--- src/disp_timing_pkg.sv ---
package disp_timing_pkg;

    // Horizontal raster in pixel clocks
    localparam int H_ACTIVE = 40;
    localparam int H_FRONT  = 2;
    localparam int H_SYNC   = 4;
    localparam int H_BACK   = 2;
    localparam int H_TOTAL  = H_ACTIVE + H_FRONT + H_SYNC + H_BACK;

    // Vertical raster in lines
    localparam int V_ACTIVE = 30;
    localparam int V_FRONT  = 1;
    localparam int V_SYNC   = 2;
    localparam int V_BACK   = 1;
    localparam int V_TOTAL  = V_ACTIVE + V_FRONT + V_SYNC + V_BACK;

    // Sync windows, active high
    localparam int HS_START = H_ACTIVE + H_FRONT;
    localparam int HS_END   = HS_START + H_SYNC;
    localparam int VS_START = V_ACTIVE + V_FRONT;
    localparam int VS_END   = VS_START + V_SYNC;

    // Stored image, each pixel shown as SCALE x SCALE
    localparam int FB_WIDTH    = 16;
    localparam int FB_HEIGHT   = 12;
    localparam int SCALE       = 2;
    localparam int SCALE_SHIFT = 1;
    localparam int REGION_W    = FB_WIDTH * SCALE;
    localparam int REGION_H    = FB_HEIGHT * SCALE;

    localparam int FB_DEPTH  = FB_WIDTH * FB_HEIGHT;
    localparam int FB_ADDR_W = 8;
    localparam int COORD_W   = 8;

endpackage

--- src/disp_pix_pkg.sv ---
package disp_pix_pkg;

    localparam int COLOR_IDX_W = 4;
    localparam int PAL_ENTRIES = 16;
    localparam int CHAN_W      = 4;
    localparam int DEPTH_W     = 12;
    localparam int PAL_W       = 3 * CHAN_W;

    typedef logic [COLOR_IDX_W-1:0] color_idx_t;
    typedef logic [DEPTH_W-1:0]     depth_t;

    // Far plane, so any real pixel passes the test
    localparam depth_t     DEPTH_CLEAR = '1;
    localparam color_idx_t FB_CLEAR    = '0;

    typedef struct packed {
        logic [CHAN_W-1:0] red;
        logic [CHAN_W-1:0] green;
        logic [CHAN_W-1:0] blue;
    } pal_rgb_t;

    // Written as a raw word, read back as channels
    typedef union packed {
        logic [PAL_W-1:0] raw;
        pal_rgb_t         rgb;
    } pal_entry_u;

endpackage

--- src/video_timing.sv ---
`timescale 1ns/100ps

module video_timing (
    input  logic                                clk,
    input  logic                                rstn,
    output logic [disp_timing_pkg::COORD_W-1:0] o_sx,
    output logic [disp_timing_pkg::COORD_W-1:0] o_sy,
    output logic                                o_hsync,
    output logic                                o_vsync,
    output logic                                o_de,
    output logic                                o_frame
);
    import disp_timing_pkg::*;

    logic [COORD_W-1:0] sx_next;
    logic [COORD_W-1:0] sy_next;

    always_comb begin
        sx_next = o_sx + 1'b1;
        sy_next = o_sy;
        if (o_sx == COORD_W'(H_TOTAL - 1)) begin
            sx_next = '0;
            if (o_sy == COORD_W'(V_TOTAL - 1)) begin
                sy_next = '0;
            end else begin
                sy_next = o_sy + 1'b1;
            end
        end
    end

    // Flags decoded from the next count so they line up with the counters
    always_ff @(posedge clk) begin
        if (!rstn) begin
            // Last position of the frame, so (0,0) follows reset
            o_sx    <= COORD_W'(H_TOTAL - 1);
            o_sy    <= COORD_W'(V_TOTAL - 1);
            o_hsync <= 1'b0;
            o_vsync <= 1'b0;
            o_de    <= 1'b0;
            o_frame <= 1'b0;
        end else begin
            o_sx    <= sx_next;
            o_sy    <= sy_next;
            o_hsync <= (sx_next >= COORD_W'(HS_START)) && (sx_next < COORD_W'(HS_END));
            o_vsync <= (sy_next >= COORD_W'(VS_START)) && (sy_next < COORD_W'(VS_END));
            o_de    <= (sx_next < COORD_W'(H_ACTIVE)) && (sy_next < COORD_W'(V_ACTIVE));
            // Start of vertical blanking
            o_frame <= (sx_next == '0) && (sy_next == COORD_W'(V_ACTIVE));
        end
    end

endmodule

--- src/pixel_ram.sv ---
`timescale 1ns/100ps

module pixel_ram #(
    parameter type data_t = logic
) (
    input  logic                                  clk,
    input  logic                                  rstn,
    input  logic                                  i_clear,
    input  data_t                                 i_clear_value,
    input  logic                                  i_we,
    input  logic [disp_timing_pkg::FB_ADDR_W-1:0] i_waddr,
    input  data_t                                 i_wdata,
    input  logic [disp_timing_pkg::FB_ADDR_W-1:0] i_raddr,
    output data_t                                 o_rdata,
    output logic                                  o_ready
);
    import disp_timing_pkg::*;

    data_t              mem [FB_DEPTH];
    logic               clearing;
    logic [FB_ADDR_W-1:0] clr_addr;

    always_ff @(posedge clk) begin
        if (!rstn) begin
            clearing <= 1'b0;
            clr_addr <= '0;
        end else if (clearing) begin
            clr_addr <= clr_addr + 1'b1;
            if (clr_addr == FB_ADDR_W'(FB_DEPTH - 1)) begin
                clearing <= 1'b0;
            end
        end else if (i_clear) begin
            clearing <= 1'b1;
            clr_addr <= '0;
        end
    end

    // Sweep owns the write port, normal writes are dropped
    always_ff @(posedge clk) begin
        if (clearing) begin
            mem[clr_addr] <= i_clear_value;
        end else if (i_we) begin
            mem[i_waddr] <= i_wdata;
        end
        o_rdata <= mem[i_raddr];
    end

    assign o_ready = ~clearing;

endmodule

--- src/depth_write.sv ---
`timescale 1ns/100ps

module depth_write (
    input  logic                                  clk,
    input  logic                                  rstn,
    input  logic                                  i_pix_valid,
    input  logic [disp_timing_pkg::FB_ADDR_W-1:0] i_pix_addr,
    input  disp_pix_pkg::color_idx_t              i_pix_color,
    input  disp_pix_pkg::depth_t                  i_pix_depth,
    input  disp_pix_pkg::depth_t                  i_stored_depth,
    input  logic                                  i_ready,
    output logic                                  o_we,
    output logic [disp_timing_pkg::FB_ADDR_W-1:0] o_waddr,
    output disp_pix_pkg::color_idx_t              o_wcolor,
    output disp_pix_pkg::depth_t                  o_wdepth
);
    import disp_timing_pkg::*;
    import disp_pix_pkg::*;

    logic                 valid_q;
    logic [FB_ADDR_W-1:0] addr_q;
    color_idx_t           color_q;
    depth_t               depth_q;

    // Write from last cycle, not yet visible on the RAM read
    logic                 last_we;
    logic [FB_ADDR_W-1:0] last_addr;
    depth_t               last_depth;
    depth_t               cmp_depth;

    always_ff @(posedge clk) begin
        if (!rstn) begin
            valid_q <= 1'b0;
            last_we <= 1'b0;
        end else begin
            valid_q <= i_pix_valid & i_ready;
            last_we <= o_we;
        end
        addr_q     <= i_pix_addr;
        color_q    <= i_pix_color;
        depth_q    <= i_pix_depth;
        last_addr  <= o_waddr;
        last_depth <= o_wdepth;
    end

    assign cmp_depth = (last_we && last_addr == addr_q) ? last_depth : i_stored_depth;

    assign o_we     = valid_q & i_ready & (depth_q < cmp_depth);
    assign o_waddr  = addr_q;
    assign o_wcolor = color_q;
    assign o_wdepth = depth_q;

endmodule

--- src/frame_swap_ctrl.sv ---
`timescale 1ns/100ps

module frame_swap_ctrl (
    input  logic clk,
    input  logic rstn,
    input  logic i_render_done,
    input  logic i_frame,
    output logic o_render_sel,
    output logic o_frame_swapped
);

    logic done_q;
    logic swap_now;

    assign swap_now = i_frame & done_q;

    always_ff @(posedge clk) begin
        if (!rstn) begin
            done_q          <= 1'b0;
            o_render_sel    <= 1'b0;
            o_frame_swapped <= 1'b0;
        end else begin
            // A new done in the swap cycle stays pending for the next frame
            if (i_render_done) begin
                done_q <= 1'b1;
            end else if (swap_now) begin
                done_q <= 1'b0;
            end

            if (swap_now) begin
                o_render_sel <= ~o_render_sel;
            end
            o_frame_swapped <= swap_now;
        end
    end

endmodule

--- src/palette_regs.sv ---
`timescale 1ns/100ps

module palette_regs (
    input  logic                             clk,
    input  logic                             rstn,
    input  logic                             i_pal_we,
    input  disp_pix_pkg::color_idx_t         i_pal_idx,
    input  logic [disp_pix_pkg::PAL_W-1:0]   i_pal_data,
    input  disp_pix_pkg::color_idx_t         i_rd_idx,
    output disp_pix_pkg::pal_entry_u         o_rd_entry
);
    import disp_pix_pkg::*;

    pal_entry_u pal [PAL_ENTRIES];

    always_ff @(posedge clk) begin
        if (!rstn) begin
            for (int i = 0; i < PAL_ENTRIES; i++) begin
                pal[i].raw <= '0;
            end
        end else if (i_pal_we) begin
            pal[i_pal_idx].raw <= i_pal_data;
        end
    end

    // Lookup sits in the scan-out stage 2 path
    assign o_rd_entry = pal[i_rd_idx];

endmodule

--- src/scan_out.sv ---
`timescale 1ns/100ps

module scan_out (
    input  logic                                  clk,
    input  logic                                  rstn,
    input  logic [disp_timing_pkg::COORD_W-1:0]   i_sx,
    input  logic [disp_timing_pkg::COORD_W-1:0]   i_sy,
    input  logic                                  i_hsync,
    input  logic                                  i_vsync,
    input  logic                                  i_de,
    input  disp_pix_pkg::color_idx_t              i_fb_rdata,
    input  disp_pix_pkg::pal_entry_u              i_pal_entry,
    output logic [disp_timing_pkg::FB_ADDR_W-1:0] o_fb_raddr,
    output disp_pix_pkg::color_idx_t              o_pal_idx,
    output logic                                  o_hsync,
    output logic                                  o_vsync,
    output logic                                  o_de,
    output logic [disp_pix_pkg::CHAN_W-1:0]       o_red,
    output logic [disp_pix_pkg::CHAN_W-1:0]       o_green,
    output logic [disp_pix_pkg::CHAN_W-1:0]       o_blue
);
    import disp_timing_pkg::*;
    import disp_pix_pkg::*;

    logic [COORD_W-1:0] fb_x;
    logic [COORD_W-1:0] fb_y;
    logic               in_region;
    logic               in_region_q;
    logic               hsync_q;
    logic               vsync_q;
    logic               de_q;

    // Stage 1: address goes straight to the RAM, which registers it
    assign fb_x       = i_sx >> SCALE_SHIFT;
    assign fb_y       = i_sy >> SCALE_SHIFT;
    assign o_fb_raddr = FB_ADDR_W'(fb_y * FB_WIDTH + fb_x);
    assign in_region  = (i_sx < COORD_W'(REGION_W)) && (i_sy < COORD_W'(REGION_H));

    always_ff @(posedge clk) begin
        if (!rstn) begin
            in_region_q <= 1'b0;
            hsync_q     <= 1'b0;
            vsync_q     <= 1'b0;
            de_q        <= 1'b0;
        end else begin
            in_region_q <= in_region;
            hsync_q     <= i_hsync;
            vsync_q     <= i_vsync;
            de_q        <= i_de;
        end
    end

    // Stage 2: RAM data indexes the palette
    assign o_pal_idx = i_fb_rdata;

    always_ff @(posedge clk) begin
        if (!rstn) begin
            o_hsync <= 1'b0;
            o_vsync <= 1'b0;
            o_de    <= 1'b0;
            o_red   <= '0;
            o_green <= '0;
            o_blue  <= '0;
        end else begin
            o_hsync <= hsync_q;
            o_vsync <= vsync_q;
            o_de    <= de_q;
            if (de_q && in_region_q) begin
                o_red   <= i_pal_entry.rgb.red;
                o_green <= i_pal_entry.rgb.green;
                o_blue  <= i_pal_entry.rgb.blue;
            end else begin
                o_red   <= '0;
                o_green <= '0;
                o_blue  <= '0;
            end
        end
    end

endmodule

--- src/display_top.sv ---
`timescale 1ns/100ps

module display_top (
    input  logic                                  clk,
    input  logic                                  rstn,
    input  logic                                  i_pix_valid,
    input  logic [disp_timing_pkg::FB_ADDR_W-1:0] i_pix_addr,
    input  disp_pix_pkg::color_idx_t              i_pix_color,
    input  disp_pix_pkg::depth_t                  i_pix_depth,
    input  logic                                  i_frame_clear,
    input  logic                                  i_render_done,
    input  logic                                  i_pal_we,
    input  disp_pix_pkg::color_idx_t              i_pal_idx,
    input  logic [disp_pix_pkg::PAL_W-1:0]        i_pal_data,
    output logic                                  o_render_ready,
    output logic                                  o_frame_swapped,
    output logic                                  o_hsync,
    output logic                                  o_vsync,
    output logic                                  o_de,
    output logic [disp_pix_pkg::CHAN_W-1:0]       o_red,
    output logic [disp_pix_pkg::CHAN_W-1:0]       o_green,
    output logic [disp_pix_pkg::CHAN_W-1:0]       o_blue
);
    import disp_timing_pkg::*;
    import disp_pix_pkg::*;

    logic [COORD_W-1:0]   sx;
    logic [COORD_W-1:0]   sy;
    logic                 vt_hsync;
    logic                 vt_vsync;
    logic                 vt_de;
    logic                 frame;
    logic                 render_sel;

    logic                 dw_we;
    logic [FB_ADDR_W-1:0] dw_waddr;
    color_idx_t           dw_wcolor;
    depth_t               dw_wdepth;
    depth_t               db_rdata;
    logic                 db_ready;
    logic                 wr_ready;

    logic                 fb_a_we;
    logic                 fb_b_we;
    logic                 fb_a_clear;
    logic                 fb_b_clear;
    logic                 fb_a_ready;
    logic                 fb_b_ready;
    color_idx_t           fb_a_rdata;
    color_idx_t           fb_b_rdata;
    color_idx_t           scan_rdata;
    logic [FB_ADDR_W-1:0] scan_raddr;
    color_idx_t           pal_idx;
    pal_entry_u           pal_entry;

    video_timing u_timing (
        .clk     (clk),
        .rstn    (rstn),
        .o_sx    (sx),
        .o_sy    (sy),
        .o_hsync (vt_hsync),
        .o_vsync (vt_vsync),
        .o_de    (vt_de),
        .o_frame (frame)
    );

    frame_swap_ctrl u_swap (
        .clk             (clk),
        .rstn            (rstn),
        .i_render_done   (i_render_done),
        .i_frame         (frame),
        .o_render_sel    (render_sel),
        .o_frame_swapped (o_frame_swapped)
    );

    // Render target takes writes and clears, the other one is scanned out
    always_comb begin
        fb_a_we        = dw_we & ~render_sel;
        fb_b_we        = dw_we & render_sel;
        fb_a_clear     = i_frame_clear & ~render_sel;
        fb_b_clear     = i_frame_clear & render_sel;
        o_render_ready = render_sel ? fb_b_ready : fb_a_ready;
        scan_rdata     = render_sel ? fb_a_rdata : fb_b_rdata;
    end

    assign wr_ready = o_render_ready & db_ready;

    depth_write u_depth_write (
        .clk            (clk),
        .rstn           (rstn),
        .i_pix_valid    (i_pix_valid),
        .i_pix_addr     (i_pix_addr),
        .i_pix_color    (i_pix_color),
        .i_pix_depth    (i_pix_depth),
        .i_stored_depth (db_rdata),
        .i_ready        (wr_ready),
        .o_we           (dw_we),
        .o_waddr        (dw_waddr),
        .o_wcolor       (dw_wcolor),
        .o_wdepth       (dw_wdepth)
    );

    pixel_ram #(.data_t(depth_t)) depth_buf (
        .clk           (clk),
        .rstn          (rstn),
        .i_clear       (i_frame_clear),
        .i_clear_value (DEPTH_CLEAR),
        .i_we          (dw_we),
        .i_waddr       (dw_waddr),
        .i_wdata       (dw_wdepth),
        .i_raddr       (i_pix_addr),
        .o_rdata       (db_rdata),
        .o_ready       (db_ready)
    );

    pixel_ram #(.data_t(color_idx_t)) fb_a (
        .clk           (clk),
        .rstn          (rstn),
        .i_clear       (fb_a_clear),
        .i_clear_value (FB_CLEAR),
        .i_we          (fb_a_we),
        .i_waddr       (dw_waddr),
        .i_wdata       (dw_wcolor),
        .i_raddr       (scan_raddr),
        .o_rdata       (fb_a_rdata),
        .o_ready       (fb_a_ready)
    );

    pixel_ram #(.data_t(color_idx_t)) fb_b (
        .clk           (clk),
        .rstn          (rstn),
        .i_clear       (fb_b_clear),
        .i_clear_value (FB_CLEAR),
        .i_we          (fb_b_we),
        .i_waddr       (dw_waddr),
        .i_wdata       (dw_wcolor),
        .i_raddr       (scan_raddr),
        .o_rdata       (fb_b_rdata),
        .o_ready       (fb_b_ready)
    );

    palette_regs u_palette (
        .clk        (clk),
        .rstn       (rstn),
        .i_pal_we   (i_pal_we),
        .i_pal_idx  (i_pal_idx),
        .i_pal_data (i_pal_data),
        .i_rd_idx   (pal_idx),
        .o_rd_entry (pal_entry)
    );

    scan_out u_scan (
        .clk         (clk),
        .rstn        (rstn),
        .i_sx        (sx),
        .i_sy        (sy),
        .i_hsync     (vt_hsync),
        .i_vsync     (vt_vsync),
        .i_de        (vt_de),
        .i_fb_rdata  (scan_rdata),
        .i_pal_entry (pal_entry),
        .o_fb_raddr  (scan_raddr),
        .o_pal_idx   (pal_idx),
        .o_hsync     (o_hsync),
        .o_vsync     (o_vsync),
        .o_de        (o_de),
        .o_red       (o_red),
        .o_green     (o_green),
        .o_blue      (o_blue)
    );

endmodule

--- config.mk ---
export PLATFORM = sky130hd
export DESIGN_NAME = display_top
export DESIGN_NICKNAME = d
export VERILOG_FILES = /design/src/disp_timing_pkg.sv /design/src/disp_pix_pkg.sv /design/src/video_timing.sv /design/src/pixel_ram.sv /design/src/depth_write.sv /design/src/frame_swap_ctrl.sv /design/src/palette_regs.sv /design/src/scan_out.sv /design/src/display_top.sv
export SDC_FILE = /design/constraint.sdc
export NUM_CORES = 2
export LEC_CHECK = 0
export ABC_AREA = 1
export ABC_CLOCK_PERIOD_IN_PS = 17750
export BUFFER_PORTS_ARGS = -buffer_cell sky130_fd_sc_hd__buf_2
export CELL_PAD_IN_SITES_DETAIL_PLACEMENT = 1
export CELL_PAD_IN_SITES_GLOBAL_PLACEMENT = 1
export CORE_MARGIN = 5
export CORE_UTILIZATION = 53
export CTS_CLUSTER_SIZE = 14
export DETAILED_ROUTE_END_ITERATION = 12
export PLACE_DENSITY = 0.81
export SYNTH_ARGS = -nofsm -noshare
export SYNTH_HDL_FRONTEND = slang
export SYNTH_SLANG_ARGS = --single-unit
--- constraint.sdc ---
create_clock -name clk -period 17.75 [get_ports clk]
set_input_delay 2.6625 -clock clk [delete_from_list [all_inputs] [get_ports clk]]
set_output_delay 2.6625 -clock clk [all_outputs]
set_load 0.03 [all_outputs]
Word-level counts from Yosys, hierarchy flattened --
Memories as Yosys holds them, arrays and structs flattened. A register that Yosys moved wholly into a read port is not among the register bits. Cells that the tools add are included. W data, S select, Z words.
Storage, ports and cells: output and inout bits 17, memories kept 4, word-level logic and storage cells 140, bits in registers 103, memory bits (writable) 4032
Operators by class: equality and inequality tests 7, reduce and logical (&&, ||, !) cells 18, $add $sub $neg 6, mux-type cells 54, $lt $le $gt $ge 9, bitwise operators 13
Memories:
- depth_buf.mem | words 192, width 12, read ports 1, clocked after memory_dff 1, wr ports 1, RTL line pixel_ram.sv:19 | data_t mem [FB_DEPTH];
- fb_a.mem | words 192, width 4, read ports 1, clocked after memory_dff 1, wr ports 1, RTL line pixel_ram.sv:19
- fb_b.mem | words 192, width 4, read ports 1, clocked after memory_dff 1, wr ports 1, RTL line pixel_ram.sv:19
- u_palette.pal | words 16, width 12, read ports 1, clocked after memory_dff 1, wr ports 16, RTL line palette_regs.sv:14 | pal_entry_u pal [PAL_ENTRIES];
Operator list (count):
- $mux W8 | 12
- $add A8 B1 Y8 const B | 5
- $mux W12 | 3
- $mux W1 | 35
- $lt A8 B6 Y1 const B | 4
- $eq A8 B8 Y1 const B | 3
- $reduce_or A12 Y1 | 2
- $eq A8 B6 Y1 const B | 2
- $lt A8 B5 Y1 const B | 2
- $mux W4 | 4
- $lt A12 B12 Y1 | 1
- $and A1 B1 Y1 | 9
- $add A8 B7 Y8 | 1
- $eq A8 B5 Y1 const B | 1
- $eq A8 B8 Y1 | 1
- $ge A8 B5 Y1 const B | 1
- $ge A8 B6 Y1 const B | 1
- $logic_not A8 Y1 | 1
- $reduce_bool A2 Y1 | 4
- $reduce_or A4 Y1 | 2
- $logic_and A1 B1 Y1 | 7
- $not A1 Y1 | 4
- $reduce_and A2 Y1 | 1
- $logic_not A1 Y1 | 1

Depth between registers and ports, before layout --
depth in word-level cells 11, mapped depth 24, mapped depth without buffers 21

Hierarchy --
A second synthesis with hierarchy kept.
Second synthesis, totals: cell total of the unflattened synthesis 14988, area, all modules 171793.5 sq um
By module, submodules not included:
- pixel_ram at depth_buf | instances 1, cells each 7709, area each 93674.8 sq um
- pixel_ram at fb_a ... | instances 2, cells each 2884, area each 32516.2 sq um
- palette_regs | instances 1, cells each 1055, area each 9425.3 sq um
- depth_write | instances 1, cells each 143, area each 1496.4 sq um
- video_timing | instances 1, cells each 178, area each 1154.9 sq um
- scan_out | instances 1, cells each 89, area each 767.0 sq um
- display_top | instances 1, cells each 32, area each 140.1 sq um
- frame_swap_ctrl | instances 1, cells each 14, area each 102.6 sq um

Least setup slack after synthesis --
No wires, ideal clock.
kind register to register, start point register u_depth_write.addr_q[0], in the netlist u_depth_write.o_waddr[0], end point memory fb_a.mem[0][0] in the netlist's numbering, data pin, arrival 7363 ps, required time 16657 ps, clock period less this slack 8456 ps, buffers on the path 2, setup time 1093 ps, path slack 9294 ps, stages on the path, launching flop included 18, cells stage by stage dfxtp_1 > inv_2 > nor2_1 > inv_1 > nand3_1 > nor2_1 > nand3_1 > buf_1 > mux2i_1 > ha_1 > a21oi_1 > o21ai_0 > a21oi_1 > nor2_1 > nor3b_4 > nand3_2 > buf_2 > nor2_1
On the way: cells in the longest elaborated chain, start to end 11
Ends and longest elaborated chain:
- start: declaration | RTL line depth_write.sv:21 | logic [FB_ADDR_W-1:0] addr_q;
- start signal: assignment | RTL line depth_write.sv:39 | addr_q <= i_pix_addr;
- $eq A8 B8 Y1 | RTL line depth_write.sv:46 | assign cmp_depth = (last_we && last_addr == addr_q) ? last_depth : i_stored_depth;
- $logic_and A1 B1 Y1 | RTL line depth_write.sv:46
- $mux W12 | RTL line depth_write.sv:46
- $lt A12 B12 Y1 | RTL line depth_write.sv:48 | assign o_we = valid_q & i_ready & (depth_q < cmp_depth);
- $and A1 B1 Y1 | RTL line depth_write.sv:48
- $and A1 B1 Y1 | RTL line display_top.sv:78 | fb_a_we = dw_we & ~render_sel;
- $mux W1 | RTL line pixel_ram.sv:42 | end else if (i_we) begin
- $mux W1 | RTL line pixel_ram.sv:40 | if (clearing) begin
- $mux W1 (not written as such) | RTL line pixel_ram.sv:43 | mem[i_waddr] <= i_wdata;
- $reduce_or A4 Y1 (no source line)
- $mux W4 (no source line)
- end: declaration | RTL line pixel_ram.sv:19
No other way between the ends.

Worst setup path in the final report --
start point register u_depth_write.addr_q[5], in the netlist u_depth_write.o_waddr[5], end point memory depth_buf.mem[30][2] in the netlist's numbering, enable pin
On the way: cells in the longest elaborated chain, start to end 10, elaborated cells between the ends (all ways) 11, those cells by class order compare: 1; eq/ne: 1; mux: 6; bitwise: 1; reduce/logical: 2
Ends and longest elaborated chain (RTL line):
- $eq A8 B8 Y1 | depth_write.sv:46
- $logic_and A1 B1 Y1 | depth_write.sv:46
- $mux W12 | depth_write.sv:46
- $lt A12 B12 Y1 | depth_write.sv:48
- $and A1 B1 Y1 | depth_write.sv:48
- $mux W1 | pixel_ram.sv:42
- $mux W1 | pixel_ram.sv:40
- $mux W1 (not written as such) | pixel_ram.sv:43
- $reduce_or A12 Y1 (no source line)
- $mux W8 (no source line) / $mux W1 (equally long branches)
- end: declaration | pixel_ram.sv:19
Parallel ways exist; a longest one is shown, timed or not.

==> results_tabular.tex <==
\begin{tabular}{lr}
\hline
Metric & Value \\
\hline
\multicolumn{2}{l}{\textbf{Final layout}} \\
Total number of nets in the final design & 13100 \\
Area grow syn2layout & 10.2\% \\
Fraction of final layout cells with drive strength greater than 1 & between 7 and 8\% \\
Fill count & 30400 \\
\multicolumn{2}{l}{\textbf{Worst hold path}} \\
Min-Delay Path Class & reg -> reg \\
\multicolumn{2}{l}{\textbf{Global routing}} \\
Remaining Overflow, GRT & 0 \\
Antenna violations before repair & 31 \\
Wire length of the first global-routing pass & between 800 and 900 mm \\
Total routing usage reported by global routing & between 30 and 40\% \\
Via count of the first global-routing pass & between 100k and 150k \\
Pin count of the biggest net entering global routing & 230 \\
\multicolumn{2}{l}{\textbf{Critical path}} \\
Delay of the slowest cell on the worst path & around 1.2 ns \\
Crit Path Category & reg -> reg \\
Largest fanout on the critical path & 37 \\
Chain of cells forming the critical path & inv\_2 -> nand2\_1 -> nand2\_1 -> inv\_1 -> nand2\_1 -> nor2\_1 -> nand3\_1 -> mux2i\_1 -> ha\_1 -> a21oi\_1 -> o21ai\_0 -> a21oi\_1 -> nor2\_1 -> nor3b\_4 -> nand2\_4 -> clkinv\_1 -> nand2\_1 -> a21oi\_1 -> nand2\_1 -> nor2\_1 \\
Setup crit end kind & flip-flop \\
CP max-delay cell & nor2\_1 \\
CP Buf/Inv Count & 3 \\
Endpoint arrival time on the critical path & between 8 and 9 ns \\
Critical path's most frequent cell & nand2\_1 \\
Critical path data required time & between 15 and 20 ns \\
Critical Path Source Type & flip-flop \\
Cell type group with the largest total delay on the critical path & simple AND/OR/NAND/NOR gates \\
\multicolumn{2}{l}{\textbf{Yosys}} \\
Commonest register cell after synthesis & edfxtp\_1 \\
Synthesized instance count & 13400 \\
Total standard cell area after synthesis & about 170000 sq um \\
Fraction of registers with async set or reset after synthesis & 0\% \\
Area fraction of the dominant cell type after synthesis & between 70 and 80\% \\
Number of enable-type register cells in the synthesized netlist & roughly 4000 \\
Number of warning messages in the yosys log & 0 \\
Mean Syn Cell Area & 12.5 sq um \\
Sequential element share of the synthesized area & between 70\% and 80\% \\
Area contributors post-synth & edfxtp\_1, o21ai\_0, nor2\_1 \\
Cell variety after synth & 55 \\
Net Count, Synth & between 10000 and 15000 \\
Synthesis-stage register bit count & $\sim$4200 \\
Cell type with the largest total area after synthesis & edfxtp\_1 \\
\multicolumn{2}{l}{\textbf{Pwr}} \\
Switch Pwr & between 6 and 7 mW \\
Power per cell area & around 130 nW/um\^{}2 \\
Clk pwr share & $\sim$39\% \\
Worst vdd rail ir drop & around 150 uV \\
Combinational share of power & around 15\% \\
Sequential share of power & 46.4\% \\
Static leakage power & 61.3 nW \\
Cell internal pwr & $\sim$17 mW \\
Switching share of total power & between 20\% and 30\% \\
\multicolumn{2}{l}{\textbf{Clocking}} \\
Cts-stage hold buffer count & 0 \\
Clock Path Buffers & 4 \\
Clock root buffer & clkbuf\_16 \\
Clock-pin slew of the registers on the worst-case setup and hold paths & around 0.060 ns \\
Total clock sinks & around 4200 \\
Post-cts resize count & 0 \\
Clock buffers created by TritonCTS & roughly 420 \\
Clock tree from TritonCTS & built \\
H-tree depth & 5 \\
Post-CTS setup buffer count & 0 \\
Clock insertion delay at the later pin of the skew report & 1.00 ns \\
\multicolumn{2}{l}{\textbf{STA}} \\
Period utilisation layout & between 40\% and 50\% \\
Headroom to the max-slew limit & a little under 9\% \\
Transition time of the tightest slew-check pin & roughly 1.4 ns \\
Top achievable clock speed & between 100 and 150 MHz \\
Layout Skew & between 0.1 and 0.15 ns \\
Setup TNS & 0 ns \\
Min setup slack post-route & slightly above 10 ns \\
Max-slew violation total from the final report & 0 \\
Crit path time final & approximately 7.7 ns \\
Final hold viol count & 0 \\
Number of setup violations in the final report & 0 \\
Unrepaired setup endpoints after global routing & false \\
\multicolumn{2}{l}{\textbf{Placed design}} \\
IO buf count & 62 \\
Worst slack at placement & about 10 ns \\
Routability cong. & between 0.8 and 0.9 \\
HPWL after detailed placement & around 320 mm \\
\multicolumn{2}{l}{\textbf{Drt}} \\
Routed via count divided by cell count & approximately 6.7 \\
Wire length after detailed routing & 553 mm \\
DRC marker count from the first detailed-route iteration & $\sim$17000 \\
Number of detailed-routing iterations run before antenna repair & 10 \\
Number of vias after detailed routing & between 100k and 150k \\
DRC violations left & 0 \\
Routed length per instance & $\sim$32 um \\
Number of routed nets with antenna violations & 0 \\
\multicolumn{2}{l}{\textbf{Die}} \\
Starting density of the core & a little over half \\
Number of placement rows & $\sim$210 \\
Chip height & between 500 and 600 um \\
Die area & 326000 sq um \\
Die X & approximately 570 um \\
Core outline area & $\sim$310000 sq um \\
Top-level I/O count & 63 \\
\multicolumn{2}{l}{\textbf{Status}} \\
Outcome & finished clean \\
\multicolumn{2}{l}{\textbf{Run}} \\
Max Cap Viol & 0 \\
\hline
\end{tabular}
[layout make-up]
| cell class | count | area (sq um) | area share [%] |
|---|---|---|---|
| clock buffer | 510 | 11000 | 5.98 |
| inverter | 146 | 594 | 0.324 |
| antenna | 18 | 45.0 | 0.0245 |
| tap | 4140 | 5180 | 2.82 |
| sequential | 4167 | 124000 | 67.4 |
| clock inverter | 263 | 2740 | 1.49 |
| multi-input combinational | 8037 | 38500 | 21.0 |
| timing repair buffer | 229 | 1780 | 0.972 |
[path summary, 6_finish.rpt]
kind                                                   startpoint                             endpoint  slack (ns)  cells past startpoint
worst max-delay path             u_depth_write.o_waddr[5]$_DFF_P_       depth_buf.mem[30][2]$_DFFE_PP_       10.06                     20
worst min register to register  u_depth_write.o_wdepth[2]$_DFF_P_  u_depth_write.last_depth[2]$_DFF_P_        0.39                      0
worst min-delay path            u_depth_write.o_wdepth[2]$_DFF_P_  u_depth_write.last_depth[2]$_DFF_P_        0.39                      0
worst max register to register   u_depth_write.o_waddr[5]$_DFF_P_       depth_buf.mem[30][2]$_DFFE_PP_       10.06                     20
[sequential cells by signal, indices dropped and copies added, names as in the netlist, 4 cells and up]
name / flops
depth_buf.mem: 2304
fb_a.mem: 768
fb_b.mem: 768
u_palette.pal: 192
depth_buf.o_rdata: 12
u_depth_write.last_depth: 12
u_depth_write.o_wdepth: 12
depth_buf.clr_addr: 8
fb_a.clr_addr: 8
fb_b.clr_addr: 8
u_depth_write.last_addr: 8
u_depth_write.o_waddr: 8
u_timing.o_sx: 8
u_timing.o_sy: 8
fb_a.o_rdata: 4
fb_b.o_rdata: 4
u_depth_write.o_wcolor: 4
u_scan.o_blue: 4
u_scan.o_green: 4
u_scan.o_red: 4
[worst register-to-register path, stage by stage (launching register included)]
cell and delay [ns]:
dfxtp_1 0.48, inv_2 0.07, nand2_1 0.08, nand2_1 0.08
inv_1 0.06, nand2_1 0.05, nor2_1 0.09, nand3_1 0.58
mux2i_1 0.38, ha_1 0.29, a21oi_1 0.16, o21ai_0 0.12
a21oi_1 0.14, nor2_1 0.08, nor3b_4 0.87, nand2_4 0.50
clkinv_1 0.25, nand2_1 0.11, a21oi_1 0.74, nand2_1 0.91
nor2_1 1.21
[per-layer routing]
layer	track usage [%]	share of wire (%)	vias to the layer above
met5	0	0.052	-
met4	19.5	6.9	36
met3	7.11	10	1888
met2	53.0	47	7852
met1	42.4	36	59500
li1	-	-	48600
[logic make-up (layout without fill, tap and decap cells)]
logic type	Yosys count	after routing	share of synthesized area, %
AOI/OAI and AO/OA	3900	3900	13.0
xor gates and xnor gates	12	12	0.0631
adders and majority gates	21	21	0.162
buffers and inverters	1150	1148	2.67
DFF	4167	4167	74.3
muxes	11	11	0.0661
other	0	18	0
and+or+nand+nor	4093	4093	9.74
[synth_stat cells, drive strengths merged, types with 61 or more instances]
| cell type | instances |
|---|---|
| o221ai | 100 |
| o22ai | 1113 |
| nor2 | 3358 |
| inv | 140 |
| dfxtp | 135 |
| a21oi | 61 |
| buf | 114 |
| nand2 | 425 |
| nand3 | 234 |
| clkbuf | 890 |
| edfxtp | 4032 |
| o21ai | 2513 |
[cells in the final DEF, fill, tap and decap left out, types with 12 or more instances in the layout]
cell type and n:
clkinv_1 97, nand2_1 401, edfxtp_1 4032, a21oi_1 59
clkbuf_16 421, clkinv_2 80, o221ai_1 100, buf_2 57
diode_2 18, dfxtp_1 131, clkbuf_8 12, inv_2 13
o211ai_1 58, buf_4 153, nor2_1 3308, o21ai_0 2495
clkinvlp_4 12, nand2_2 20, o32ai_1 19, clkbuf_1 78
nand3_1 226, o22ai_1 1113, buf_12 14, bufinv_16 45
ha_1 19, nor2_2 13, o21ai_2 12, nor2_4 37
inv_1 122, nor3_1 12, nand4_1 27
[power by group through the flow]
stage | registers (mW) | clock network [mW] | logic (mW)
after floorplan | 11.0 | 0 | 2.14
after global placement | 11.1 | 0 | 3.16
after detailed placement | 11.1 | 0 | 3.33
after CTS | 10.9 | 9.01 | 3.41
after global routing | 10.9 | 9.52 | 3.70
final | 10.9 | 9.00 | 3.52
[per-stage QoR]
step	total power [mW]	area (sq um)	hold WS [ns]	utilization, %	instances
after floorplan	13.1	167000	0.331	-	13400
after global routing	24.1	184000	0.380	58.8	17500
after global placement	14.2	170000	0.369	54.4	16700
after CTS	23.3	184000	0.383	58.8	17500
after detailed placement	14.4	170000	0.374	54.4	16700
final	23.4	184000	0.386	58.8	17500
No activity file was read; power rests on OpenSTA's default activity.
